**src/eviction_macros.svh**
```systemverilog
`ifndef EVICTION_MACROS_SVH
`define EVICTION_MACROS_SVH

// buffer geometry
`define EVB_ENTRIES 8
`define EVB_IDX_W 3

// tree pseudo-LRU, one bit per internal node of an eight-leaf tree
`define EVB_PLRU_W 7

`endif

```
**src/lc3b_types.sv**
```systemverilog
`include "eviction_macros.svh"

package lc3b_types;

    typedef logic [15:0] lc3b_word;       // byte address
    typedef logic [127:0] lc3b_cacheline; // one 16 byte line

    // bit 0 is the root, bits 1..2 pick within a half, bits 3..6 within a pair
    typedef logic [`EVB_PLRU_W-1:0] lc3b_7b_plru;

    typedef struct packed {
        logic          valid;
        logic          dirty;
        lc3b_word      addr;
        lc3b_cacheline data;
    } lc3b_eviction_array_entry;

    typedef enum logic [2:0] {
        s_idle,
        s_write_store, // store cache line into the chosen way
        s_evict,       // write victim line out to memory
        s_read_hit,
        s_miss_req,    // forward read to memory
        s_miss_resp
    } evb_state_t;

endpackage : lc3b_types

```
**src/eviction_ctrl_if.sv**
```systemverilog
`timescale 1ns/1ns
`include "eviction_macros.svh"

interface eviction_ctrl_if;
    import lc3b_types::*;

    // controller to datapath
    logic                   load_d;
    logic                   valid;
    logic                   dirty;
    logic                   load_lru;
    lc3b_7b_plru            lru_in;
    logic [`EVB_IDX_W-1:0]  index_sel;
    logic                   read_src_sel;   // 1 picks the miss latch
    logic [`EVB_IDX_W:0]    smemaddr_sel;   // 8 picks the cache address

    // datapath to controller
    logic [`EVB_ENTRIES-1:0] hits;
    logic [`EVB_ENTRIES-1:0] entry_valid;
    lc3b_7b_plru             lru_out;

    modport ctrl (
        output load_d, valid, dirty, load_lru, lru_in, index_sel, read_src_sel, smemaddr_sel,
        input  hits, entry_valid, lru_out
    );

    modport dp (
        input  load_d, valid, dirty, load_lru, lru_in, index_sel, read_src_sel, smemaddr_sel,
        output hits, entry_valid, lru_out
    );

endinterface : eviction_ctrl_if

```
**src/array_fully_associative.sv**
```systemverilog
`timescale 1ns/1ns
`include "eviction_macros.svh"

module array_fully_associative (
    input  logic                                                   clk,
    input  logic                                                   rst,
    input  logic                                                   write,
    input  logic [`EVB_IDX_W-1:0]                                  index,
    input  lc3b_types::lc3b_eviction_array_entry                   datain,
    output lc3b_types::lc3b_eviction_array_entry [`EVB_ENTRIES-1:0] dataout
);
    import lc3b_types::*;

    logic [`EVB_ENTRIES-1:0] valid_q;
    logic [`EVB_ENTRIES-1:0] dirty_q;
    lc3b_word                addr_q [`EVB_ENTRIES];
    lc3b_cacheline           data_q [`EVB_ENTRIES];

    always_ff @(posedge clk) begin
        if (rst) begin
            valid_q <= '0;
        end else if (write) begin
            valid_q[index] <= datain.valid;
        end
    end

    always_ff @(posedge clk) begin
        if (write) begin
            dirty_q[index] <= datain.dirty;
            addr_q[index]  <= datain.addr;
            data_q[index]  <= datain.data;
        end
    end

    always_comb begin
        for (int i = 0; i < `EVB_ENTRIES; i++) begin
            dataout[i].valid = valid_q[i];
            dataout[i].dirty = dirty_q[i];
            dataout[i].addr  = addr_q[i];
            dataout[i].data  = data_q[i];
        end
    end

endmodule : array_fully_associative

```
**src/plru_tree.sv**
```systemverilog
`timescale 1ns/1ns
`include "eviction_macros.svh"

module plru_tree (
    input  lc3b_types::lc3b_7b_plru lru,
    input  logic [`EVB_IDX_W-1:0]   way,
    output lc3b_types::lc3b_7b_plru lru_next,
    output logic [`EVB_IDX_W-1:0]   victim
);

    // node indices on the path of the accessed way
    logic [1:0] acc_half;
    logic [2:0] acc_pair;

    // node indices while walking toward the victim
    logic       vic_root;
    logic       vic_mid;
    logic       vic_leaf;
    logic [1:0] vic_half;
    logic [2:0] vic_pair;

    assign acc_half = 2'd1 + {1'b0, way[2]};
    assign acc_pair = 3'd3 + {1'b0, way[2:1]};

    // each node on the path records the side just used, so it points away from it
    always_comb begin
        lru_next           = lru;
        lru_next[0]        = way[2];
        lru_next[acc_half] = way[1];
        lru_next[acc_pair] = way[0];
    end

    // a 0 node means left was more recent, so go right
    always_comb begin
        vic_root = ~lru[0];
        vic_half = 2'd1 + {1'b0, vic_root};
        vic_mid  = ~lru[vic_half];
        vic_pair = 3'd3 + {1'b0, vic_root, vic_mid};
        vic_leaf = ~lru[vic_pair];
    end

    assign victim = {vic_root, vic_mid, vic_leaf};

endmodule : plru_tree

```
**src/eviction_buffer_datapath.sv**
```systemverilog
`timescale 1ns/1ns
`include "eviction_macros.svh"

module eviction_buffer_datapath (
    input  logic                     clk,
    input  logic                     rst,
    eviction_ctrl_if.dp              ctl,

    // cache side
    input  lc3b_types::lc3b_word      buf_mem_address,
    input  lc3b_types::lc3b_cacheline buf_mem_wdata,
    output lc3b_types::lc3b_cacheline buf_mem_rdata,

    // memory side
    input  lc3b_types::lc3b_cacheline super_mem_rdata,
    output lc3b_types::lc3b_word      super_mem_address,
    output lc3b_types::lc3b_cacheline super_mem_wdata
);
    import lc3b_types::*;

    lc3b_eviction_array_entry                    d_in;
    lc3b_eviction_array_entry [`EVB_ENTRIES-1:0] d_out;
    lc3b_cacheline                               way_data;
    lc3b_cacheline                               miss_data;
    lc3b_7b_plru                                 lru_q;

    assign d_in = '{
        valid: ctl.valid,
        dirty: ctl.dirty,
        addr:  buf_mem_address,
        data:  buf_mem_wdata
    };

    array_fully_associative u_array (
        .clk     (clk),
        .rst     (rst),
        .write   (ctl.load_d),
        .index   (ctl.index_sel),
        .datain  (d_in),
        .dataout (d_out)
    );

    always_ff @(posedge clk) begin
        if (rst) begin
            lru_q <= '0;
        end else if (ctl.load_lru) begin
            lru_q <= ctl.lru_in;
        end
    end

    assign ctl.lru_out = lru_q;

    always_ff @(posedge clk) begin
        miss_data <= super_mem_rdata; // holds the line from the resp edge
    end

    assign way_data        = d_out[ctl.index_sel].data;
    assign super_mem_wdata = way_data;
    assign buf_mem_rdata   = ctl.read_src_sel ? miss_data : way_data;

    always_comb begin
        if (ctl.smemaddr_sel < `EVB_ENTRIES) begin
            super_mem_address = d_out[ctl.smemaddr_sel[`EVB_IDX_W-1:0]].addr;
        end else if (ctl.smemaddr_sel == `EVB_ENTRIES) begin
            super_mem_address = buf_mem_address; // miss forward
        end else begin
            super_mem_address = '0;
        end
    end

    always_comb begin
        for (int i = 0; i < `EVB_ENTRIES; i++) begin
            ctl.hits[i]        = d_out[i].valid & (d_out[i].addr == buf_mem_address);
            ctl.entry_valid[i] = d_out[i].valid;
        end
    end

endmodule : eviction_buffer_datapath

```
**src/eviction_buffer_control.sv**
```systemverilog
`timescale 1ns/1ns
`include "eviction_macros.svh"

module eviction_buffer_control (
    input  logic          clk,
    input  logic          rst,
    eviction_ctrl_if.ctrl ctl,
    input  logic          buf_mem_read,
    input  logic          buf_mem_write,
    input  logic          super_mem_resp,
    output logic          buf_mem_resp,
    output logic          super_mem_read,
    output logic          super_mem_write
);
    import lc3b_types::*;

    localparam logic [`EVB_IDX_W:0] sel_cache_addr = `EVB_ENTRIES;

    evb_state_t            state;
    evb_state_t            state_next;
    logic [`EVB_IDX_W-1:0] way_q;
    logic [`EVB_IDX_W-1:0] way_sel;
    logic [`EVB_IDX_W-1:0] hit_way;
    logic [`EVB_IDX_W-1:0] free_way;
    logic [`EVB_IDX_W-1:0] victim;
    logic                  hit_any;
    logic                  free_any;
    lc3b_7b_plru           lru_next;

    // lowest index with its bit set
    function automatic logic [`EVB_IDX_W-1:0] lowest_set(input logic [`EVB_ENTRIES-1:0] v);
        logic [`EVB_IDX_W-1:0] idx;
        idx = '0;
        for (int i = `EVB_ENTRIES - 1; i >= 0; i--) begin
            if (v[i]) begin
                idx = i[`EVB_IDX_W-1:0];
            end
        end
        return idx;
    endfunction

    plru_tree u_plru (
        .lru      (ctl.lru_out),
        .way      (way_q),
        .lru_next (lru_next),
        .victim   (victim)
    );

    assign hit_any  = |ctl.hits;
    assign hit_way  = lowest_set(ctl.hits);
    assign free_any = ~&ctl.entry_valid;
    assign free_way = lowest_set(~ctl.entry_valid);

    always_comb begin
        state_next = state;
        way_sel    = way_q;
        case (state)
            s_idle: begin
                if (buf_mem_write) begin
                    if (hit_any) begin
                        way_sel    = hit_way;  // overwrite in place
                        state_next = s_write_store;
                    end else if (free_any) begin
                        way_sel    = free_way;
                        state_next = s_write_store;
                    end else begin
                        way_sel    = victim;
                        state_next = s_evict;
                    end
                end else if (buf_mem_read) begin
                    if (hit_any) begin
                        way_sel    = hit_way;
                        state_next = s_read_hit;
                    end else begin
                        state_next = s_miss_req;
                    end
                end
            end
            s_write_store: state_next = s_idle;
            s_evict: begin
                if (super_mem_resp) begin
                    state_next = s_write_store; // victim is out, reuse its way
                end
            end
            s_read_hit: state_next = s_idle;
            s_miss_req: begin
                if (super_mem_resp) begin
                    state_next = s_miss_resp;
                end
            end
            s_miss_resp: state_next = s_idle;
            default: state_next = s_idle;
        endcase
    end

    always_ff @(posedge clk) begin
        if (rst) begin
            state <= s_idle;
        end else begin
            state <= state_next;
        end
    end

    always_ff @(posedge clk) begin
        if (state == s_idle) begin
            way_q <= way_sel;
        end
    end

    always_comb begin
        ctl.load_d       = 1'b0;
        ctl.valid        = 1'b0;
        ctl.dirty        = 1'b0;
        ctl.load_lru     = 1'b0;
        ctl.lru_in       = lru_next;
        ctl.index_sel    = way_q;
        ctl.read_src_sel = 1'b0;
        ctl.smemaddr_sel = {1'b0, way_q};
        buf_mem_resp     = 1'b0;
        super_mem_read   = 1'b0;
        super_mem_write  = 1'b0;
        case (state)
            s_write_store: begin
                ctl.load_d   = 1'b1;
                ctl.valid    = 1'b1;
                ctl.dirty    = 1'b1; // buffered lines are always dirty
                ctl.load_lru = 1'b1;
                buf_mem_resp = 1'b1;
            end
            s_evict: super_mem_write = 1'b1;
            s_read_hit: begin
                ctl.load_lru = 1'b1;
                buf_mem_resp = 1'b1;
            end
            s_miss_req: begin
                super_mem_read   = 1'b1;
                ctl.smemaddr_sel = sel_cache_addr;
            end
            s_miss_resp: begin
                ctl.read_src_sel = 1'b1;
                buf_mem_resp     = 1'b1;
            end
            default: ;
        endcase
    end

endmodule : eviction_buffer_control

```
**src/eviction_buffer.sv**
```systemverilog
`timescale 1ns/1ns

module eviction_buffer (
    input  logic                      clk,
    input  logic                      rst,

    // cache side
    input  logic                      buf_mem_read,
    input  logic                      buf_mem_write,
    input  lc3b_types::lc3b_word      buf_mem_address,
    input  lc3b_types::lc3b_cacheline buf_mem_wdata,
    output lc3b_types::lc3b_cacheline buf_mem_rdata,
    output logic                      buf_mem_resp,

    // memory side
    output logic                      super_mem_read,
    output logic                      super_mem_write,
    output lc3b_types::lc3b_word      super_mem_address,
    output lc3b_types::lc3b_cacheline super_mem_wdata,
    input  lc3b_types::lc3b_cacheline super_mem_rdata,
    input  logic                      super_mem_resp
);

    eviction_ctrl_if ctl ();

    eviction_buffer_control u_control (
        .clk             (clk),
        .rst             (rst),
        .ctl             (ctl.ctrl),
        .buf_mem_read    (buf_mem_read),
        .buf_mem_write   (buf_mem_write),
        .super_mem_resp  (super_mem_resp),
        .buf_mem_resp    (buf_mem_resp),
        .super_mem_read  (super_mem_read),
        .super_mem_write (super_mem_write)
    );

    eviction_buffer_datapath u_datapath (
        .clk               (clk),
        .rst               (rst),
        .ctl               (ctl.dp),
        .buf_mem_address   (buf_mem_address),
        .buf_mem_wdata     (buf_mem_wdata),
        .buf_mem_rdata     (buf_mem_rdata),
        .super_mem_rdata   (super_mem_rdata),
        .super_mem_address (super_mem_address),
        .super_mem_wdata   (super_mem_wdata)
    );

endmodule : eviction_buffer

```
**config.mk**
```make
export PLATFORM = sky130hd
export DESIGN_NAME = eviction_buffer
export DESIGN_NICKNAME = d
export VERILOG_FILES = /design/src/lc3b_types.sv /design/src/eviction_ctrl_if.sv /design/src/array_fully_associative.sv /design/src/plru_tree.sv /design/src/eviction_buffer_datapath.sv /design/src/eviction_buffer_control.sv /design/src/eviction_buffer.sv
export VERILOG_INCLUDE_DIRS = /design/src
export SDC_FILE = /design/constraint.sdc
export NUM_CORES = 1
export LEC_CHECK = 0
export ABC_AREA = 0
export BUFFER_PORTS_ARGS = -buffer_cell sky130_fd_sc_hd__buf_2
export CAP_MARGIN = 15
export CORE_UTILIZATION = 45
export DETAILED_ROUTE_END_ITERATION = 6
export PLACE_DENSITY = 0.66
export RECOVER_POWER = 50
export SKIP_LAST_GASP = 1
export SYNTH_ARGS = -nofsm -noshare
export SYNTH_HDL_FRONTEND = slang
export SYNTH_SLANG_ARGS = --single-unit
export TNS_END_PERCENT = 100
```
**constraint.sdc**
```tcl
create_clock -name clk -period 12.8 [get_ports clk]
set_input_delay 1.28 -clock clk [delete_from_list [all_inputs] [get_ports clk]]
set_output_delay 1.28 -clock clk [all_outputs]
set_load 0.005 [all_outputs]
```
## Word-level counts from Yosys, hierarchy flattened

Memory sizes are Yosys's and may differ from the RTL's.
Cells that the tools add are included.

| storage, ports and cells | value |
|---|---|
| flip-flop bits (word level) | 157 |
| memory bits (writable) | 1,152 |
| input port bits | 277 |
| output and inout bits | 275 |
| word-level logic and storage cells | 122 |
| memories kept | 2 |

Memory list:

| memory | depth | bits a word | read ports | clocked after Yosys merged registers in | wr ports | RTL line | source |
|---|---|---|---|---|---|---|---|
| u_datapath.u_array.data_q | 8 | 128 | 8 | 0 | 1 | array_fully_associative.sv:17 | `` lc3b_cacheline data_q [`EVB_ENTRIES]; `` |
| u_datapath.u_array.addr_q | 8 | 16 | 8 | 0 | 1 | array_fully_associative.sv:16 | `` lc3b_word addr_q [`EVB_ENTRIES]; `` |

| operators by class | value |
|---|---|
| $add $sub $neg | 4 |
| magnitude comparators | 10 |
| eq/ne operators | 17 |
| mux-type cells | 59 |
| bitwise gates (word level) | 12 |
| reductions and logical operators | 12 |

Operators with widths:

| operator | number |
|---|---|
| 146-bit binary-select mux with 3-bit select | 2 |
| 128-bit 2-to-1 mux | 2 |
| 144-bit 2-to-1 mux | 1 |
| 16-bit == test | 8 |
| 3-bit 2-to-1 mux | 27 |
| 16-bit 2-to-1 mux | 2 |
| 8-bit bitwise mux | 2 |
| 3-bit by 4-bit less-than comparator with 1-bit output (second input constant) | 4 |
| 7-bit bitwise mux | 2 |
| 1-bit 2-to-1 mux | 13 |
| 3-bit one-hot mux with 3 select lines | 1 |
| 1-bit bitwise AND | 8 |
| 2-bit by 4-bit less-than comparator with 1-bit output (second input constant) | 2 |
| 8-bit inverter | 1 |
| 8-bit AND reduction | 1 |
| 8-bit OR reduction | 1 |
| 2-bit by 2-bit adder with 3-bit output (first input constant) | 2 |
| 1-bit demux with 3-bit select | 2 |
| 3-bit by 2-bit == test with 1-bit output (second input constant) | 2 |
| 3-bit == test (second input constant) | 2 |
| 3-bit by 1-bit >= comparator with 1-bit output (second input constant) | 2 |
| 3-bit AND reduction | 2 |
| 1-bit by 1-bit adder with 2-bit output (first input constant) | 2 |
| 4-bit == test (second input constant) | 1 |
| 16 further kinds | 22 |

## Depth between registers and ports, before layout

An unclocked memory read counts as a cell.

| depth | value |
|---|---|
| depth in word-level cells | 14 |
| depth in mapped cells | 10 |

## By module

A second synthesis with hierarchy kept.

| second synthesis, totals | value |
|---|---|
| cells, all modules | 2,372 |
| area total of the unflattened synthesis | 50,678.6 sq um |

Modules (own cells, without submodules):

| module | instances | cells each | area an instance (sq um) | seq. area each (sq um) |
|---|---|---|---|---|
| array_fully_associative | 1 | 1,201 | 35,242.6 | 34,993.6 |
| eviction_buffer_datapath | 1 | 1,071 | 14,644.0 | 2,702.6 |
| eviction_buffer_control | 1 | 77 | 585.6 | 150.1 |
| plru_tree | 1 | 23 | 206.4 | 0.0 |

## Least setup slack after synthesis

OpenSTA, ideal clock, no wires.

| path | value |
|---|---|
| path type | register to register |
| start | register u_control.way_q[0], in the netlist u_control.ctl.index_sel[0] |
| end | memory u_datapath.u_array.addr_q[6][0] (netlist bit) (enable) |
| arrival time | 10,901 ps |
| required time | 11,974 ps |
| slack | 1,073 ps |
| stages on the path, launching flop included | 6 |
| buffers on the path | 4 |
| clock period less this slack | 11,727 ps |
| cells stage by stage | edfxtp_1 -> buf_2 -> clkbuf_1 -> buf_2 -> buf_2 -> nor3_1 |

RTL lines:

| item | RTL line | source |
|---|---|---|
| from (decl) | eviction_buffer_control.sv:21 | `` logic [`EVB_IDX_W-1:0] way_q; `` |
| from (signal assigned) | eviction_buffer_control.sv:106 | `way_q <= way_sel;` |
| to (decl) | array_fully_associative.sv:16 |  |

No word-level cell before the write port.

## Final worst setup path

| path | value |
|---|---|
| start | register u_control.way_q[0], in the netlist u_control.ctl.index_sel[0] |
| end | output buf_mem_rdata[51] |

| between the ends | value |
|---|---|
| longest elaborated chain between the ends | 3 |

RTL lines:

| item | RTL line | source |
|---|---|---|
| 146-bit binary-select mux with 3-bit select | eviction_buffer_datapath.sv:57 | `assign way_data = d_out[ctl.index_sel].data;` |
| 128-bit 2-to-1 mux (not written as such) | eviction_buffer_datapath.sv:57 |  |
| 128-bit 2-to-1 mux | eviction_buffer_datapath.sv:59 | `assign buf_mem_rdata = ctl.read_src_sel ? miss_data : way_data;` |
| to (decl) | eviction_buffer.sv:12 | `output lc3b_types::lc3b_cacheline buf_mem_rdata,` |

Every way passes these cells. The select of a mux whose other input is x is not followed.

==> summary.md <==
| Metric | Value |
|---|---|
| Outcome | finished with violations |
| Failing checks | capacitance limit, slew limit |
| Clk root buf | clkbuf_16 |
| Total power | 9286 µW |
| Xor and xnor fraction of the mapped netlist area | 0.02286 |
| Worst Hold Path EP | u_datapath.ctl.lru_out[5] |
| Delay-heaviest family, CP | buffers and inverters |
| Mux cell area share after synthesis | 0.1635 |
| DP HPWL | 66.90 mm |
| Sequential element share of the synthesized area | 0.7436 |
| Post-Synth Adder-Cell Area | 0.001485 |
| Worst Hold Depth | 2 |
| # port buffers | 551 |
| Synth Cell Area | 50570 µm² |
| Via count | 26280 |
| CTS Buf Count | 135 |
| Synth cell types | 52 |
| Hold buffer count at cts | 0 |
| MaxCap Viol Count | 4 |
| Largest family of logic cells by synthesized area | multiplexers |
| GR Overflow Total | 0 |
| Die width | 337.2 µm |
| Largest net degree at the start of global routing | 146 |
| Crit Path Class | reg2out |
| Fill cells | 8936 |
| Share of cells above drive strength 1 | 0.3097 |
| Syn Area/Cell | 18.80 µm² |
| Synth warn | 0 |
| CTS tree | yes |
| First-pass GRT wire length | 168.5 mm |
| DRT iter0 DRCs | 2159 |
| Longest Clk Path Bufs | 3 |
| Register clock-pin slew on the reported worst setup and hold paths | 0.06 ns |
| PD cells | 156.8 nW/µm² |
| Reg2reg path depth | 6 |
| Async SR Flop Fraction | 0 |
| Row count | 122 |
| Vias in the first global route | 26690 |
| Arr. time, crit path | 6.69 ns |
| Core box area | 111000 µm² |
| Finish-stage setup viols | 0 |
| Reg-to-Reg Start | u_control.ctl.index_sel[0] |
| Hold Startpoint | u_datapath.ctl.lru_out[5] |
| Final worst slack | 4.828 ns |
| Max Clk Rate | 0.1254 GHz |
| Post-synthesis to final-layout area growth | 17.07% |
| Total Routing Usage GR | 0.2020 |
| RSZ-0062 raised after global routing | false |
| DP Worst Slack | 7.405 ns |
| Final ANT Viol Nets | 0 |
| Hold/Removal Path Class | reg2reg |
| CTS Sinks | 1301 |
| Cell Count, Final, Fillers Out | 4881 |
| GPL Wtd Cong | 0.9024 |
| Commonest non-fill, non-tap cells in the layout | edfxtp_1, nand2_1, buf_2 |
| Max VDD drop | 118.6 µV |
| Slew margin rel. | -1.906 |
| Worst Path Max Fanout | 48 |
| Leak | 0.02051 µW |
| I/O pin count | 552 |
| Clk_lat worst skew | 0.74 ns |
| Reg-to-reg endpoint | u_datapath.u_array.data_q[5][37] |
| CP endpoint kind | primary output |
| Worst EP required | 11.52 ns |
| Synth Area in Compound Gates | 0.005790 |
| Slowest stage cell, crit path | clkbuf_1 |
| Critical Path Source Type | flip-flop |
| Critical path buffers and inverters | 4 |
| Die H | 337.2 µm |
| Vias per std cell | 5.384 |
| Htree depth | 4 |
| R2r setup slk | 5.98 ns |
| Post-Synth Simple-Gate Area | 0.05028 |
| Initial antenna violation count | 13 |
| Final Hold Fails | 0 |
| Slew @ Worst Pin | 4.360 ns |
| Mapped Nets | 2973 |
| DR WL/cell | 23.56 µm |
| Dpl cells | 4629 |
| Cell Chain, Critical Path | buf_4, clkbuf_1, buf_4, mux4_2, nand2_1, nand2_1, mux2_2, buf_2 |
| Biggest area consumer among synthesized cells | edfxtp_1 |
| DRC | 0 |
| Slew Limit Fails | 175 |
| Commonest non-fill, non-tap cell in the layout | edfxtp_1 |
| Worst Skew | 0.01815 ns |
| EDFF count, synth | 1155 |
| Initial Util | 0.4557 |
| Nets@finish | 3561 |
| Post-CTS setup buffer count | 0 |
| Minimum clock period | 7.972 ns |
| DRT Pass-1 Iters | 5 |
| Crit-path max cell delay | 2.57 ns |
| Die area | 113700 µm² |
| Final WL | 115.0 mm |
| Top cells by area, synth | edfxtp_1, mux4_2, dfxtp_1 |
| Yosys reg bits | 1301 |
| Post_cts resized | 0 |
| Top cell type's share of synthesized area | 0.6859 |
| Post-synthesis instance total | 2690 |
| Most used flip-flop cell after synthesis | edfxtp_1 |
| Hold WS | 0.4547 ns |
| Crit share post-route | 0.6228 |
| Setup TNS | 0 ns |
[layout make-up]
class,count,area (µm²),area share
Sequential cell,1301,37610,0.6352
Multi-Input combinational cell,1243,12370,0.2089
Clock buffer,180,3691,0.06235
Timing Repair Buffer,589,2883,0.04869
Tap cell,1488,1862,0.03145
Clock inverter,69,753.2,0.01272
Inverter,8,35.03,0.0005918
Antenna cell,3,7.507,0.0001268
[synth_stat cells (2+ instances only)]
cell type  number
a211oi_1        2
o21ai_0         3
and3_1          5
nand2_1       431
buf_6           2
a21oi_1        11
mux4_2        272
xor2_1         94
nand4_1        18
and2_1          3
inv_1           7
or4_1           5
or4b_1          2
and4_1          3
nor3b_1         6
nand3b_1        4
nand2b_1        7
dfxtp_1       146
xnor2_1        38
mux2i_1        70
ha_1            6
nand4b_1        2
nand3_1        11
edfxtp_1     1155
nor2_1         40
or3_1           3
nor3_1         12
buf_2          41
buf_1          23
o22ai_1         2
nor2b_1         3
nor4_1         30
o21ai_1        17
mux2_2        128
buf_4           4
clkbuf_1       68
[cell families (layout without fill, tap and decap cells)]
| logic type | count (synthesis) | count (layout) |
|---|---|---|
| XOR/XNOR | 132 | 132 |
| buffers and inverters | 146 | 846 |
| flip-flops | 1301 | 1301 |
| AND/OR/NAND/NOR | 590 | 590 |
| adder cells (fa/ha/maj) | 6 | 6 |
| multiplexers | 470 | 470 |
| AO/OA/AOI/OAI | 45 | 45 |
| other | 0 | 3 |
[sequential cells by signal, summed over array words and instances, names as in the netlist]
register                    cells
u_control.state                 3
u_datapath.miss_data          128
u_datapath.ctl.lru_out          7
u_control.ctl.index_sel         3
u_datapath.u_array.addr_q     128
u_datapath.u_array.valid_q      8
u_datapath.u_array.data_q    1024
[layer usage]
layer  up-vias  global-route usage  wire length [µm]
met5         -                   0               127
met4        20             0.05358              1961
met3       162             0.04164              7163
met2       831              0.3406             58140
met1     13550              0.2667             47600
li1      11720                   -                 -
[through the flow]
stage | instance area, µm² | util
6_report | 59200 | 0.5335
5_1_grt | 59200 | 0.5334
4_1_cts | 59390 | 0.5352
3_5_place_dp | 54950 | 0.4952
3_3_place_gp | 54950 | 0.4952
2_1_floorplan | 50570 | -
[worst register-to-register path, cell delays in order (launching register included)]
cell and delay (ns):
edfxtp_1 0.34, buf_4 0.59, nand2b_1 0.25, nor2_1 0.21
and2_0 3.08, buf_4 1.09, buf_4 0.86
[worst max path at each step]
stage	startpoint	end	slack (ns)	depth (start not counted)
CTS	u_control.ctl.index_sel[0]	buf_mem_rdata[51]	6.59	8
finish	u_control.ctl.index_sel[0]	buf_mem_rdata[51]	4.83	8
global route	u_control.ctl.index_sel[0]	buf_mem_rdata[116]	4.09	8
global placement	u_control.ctl.index_sel[0]	buf_mem_rdata[51]	7.43	8
detailed placement	u_control.ctl.index_sel[0]	buf_mem_rdata[51]	7.41	8
floorplan	u_control.ctl.index_sel[0]	u_datapath.u_array.addr_q[6][0]	1.07	5
[report_power, final]
part	switching (µW)	internal (µW)
Sequential	19.2	4690
Clock	1630	2280
Combinational	377	295
Power figures use the tool's default switching activity.
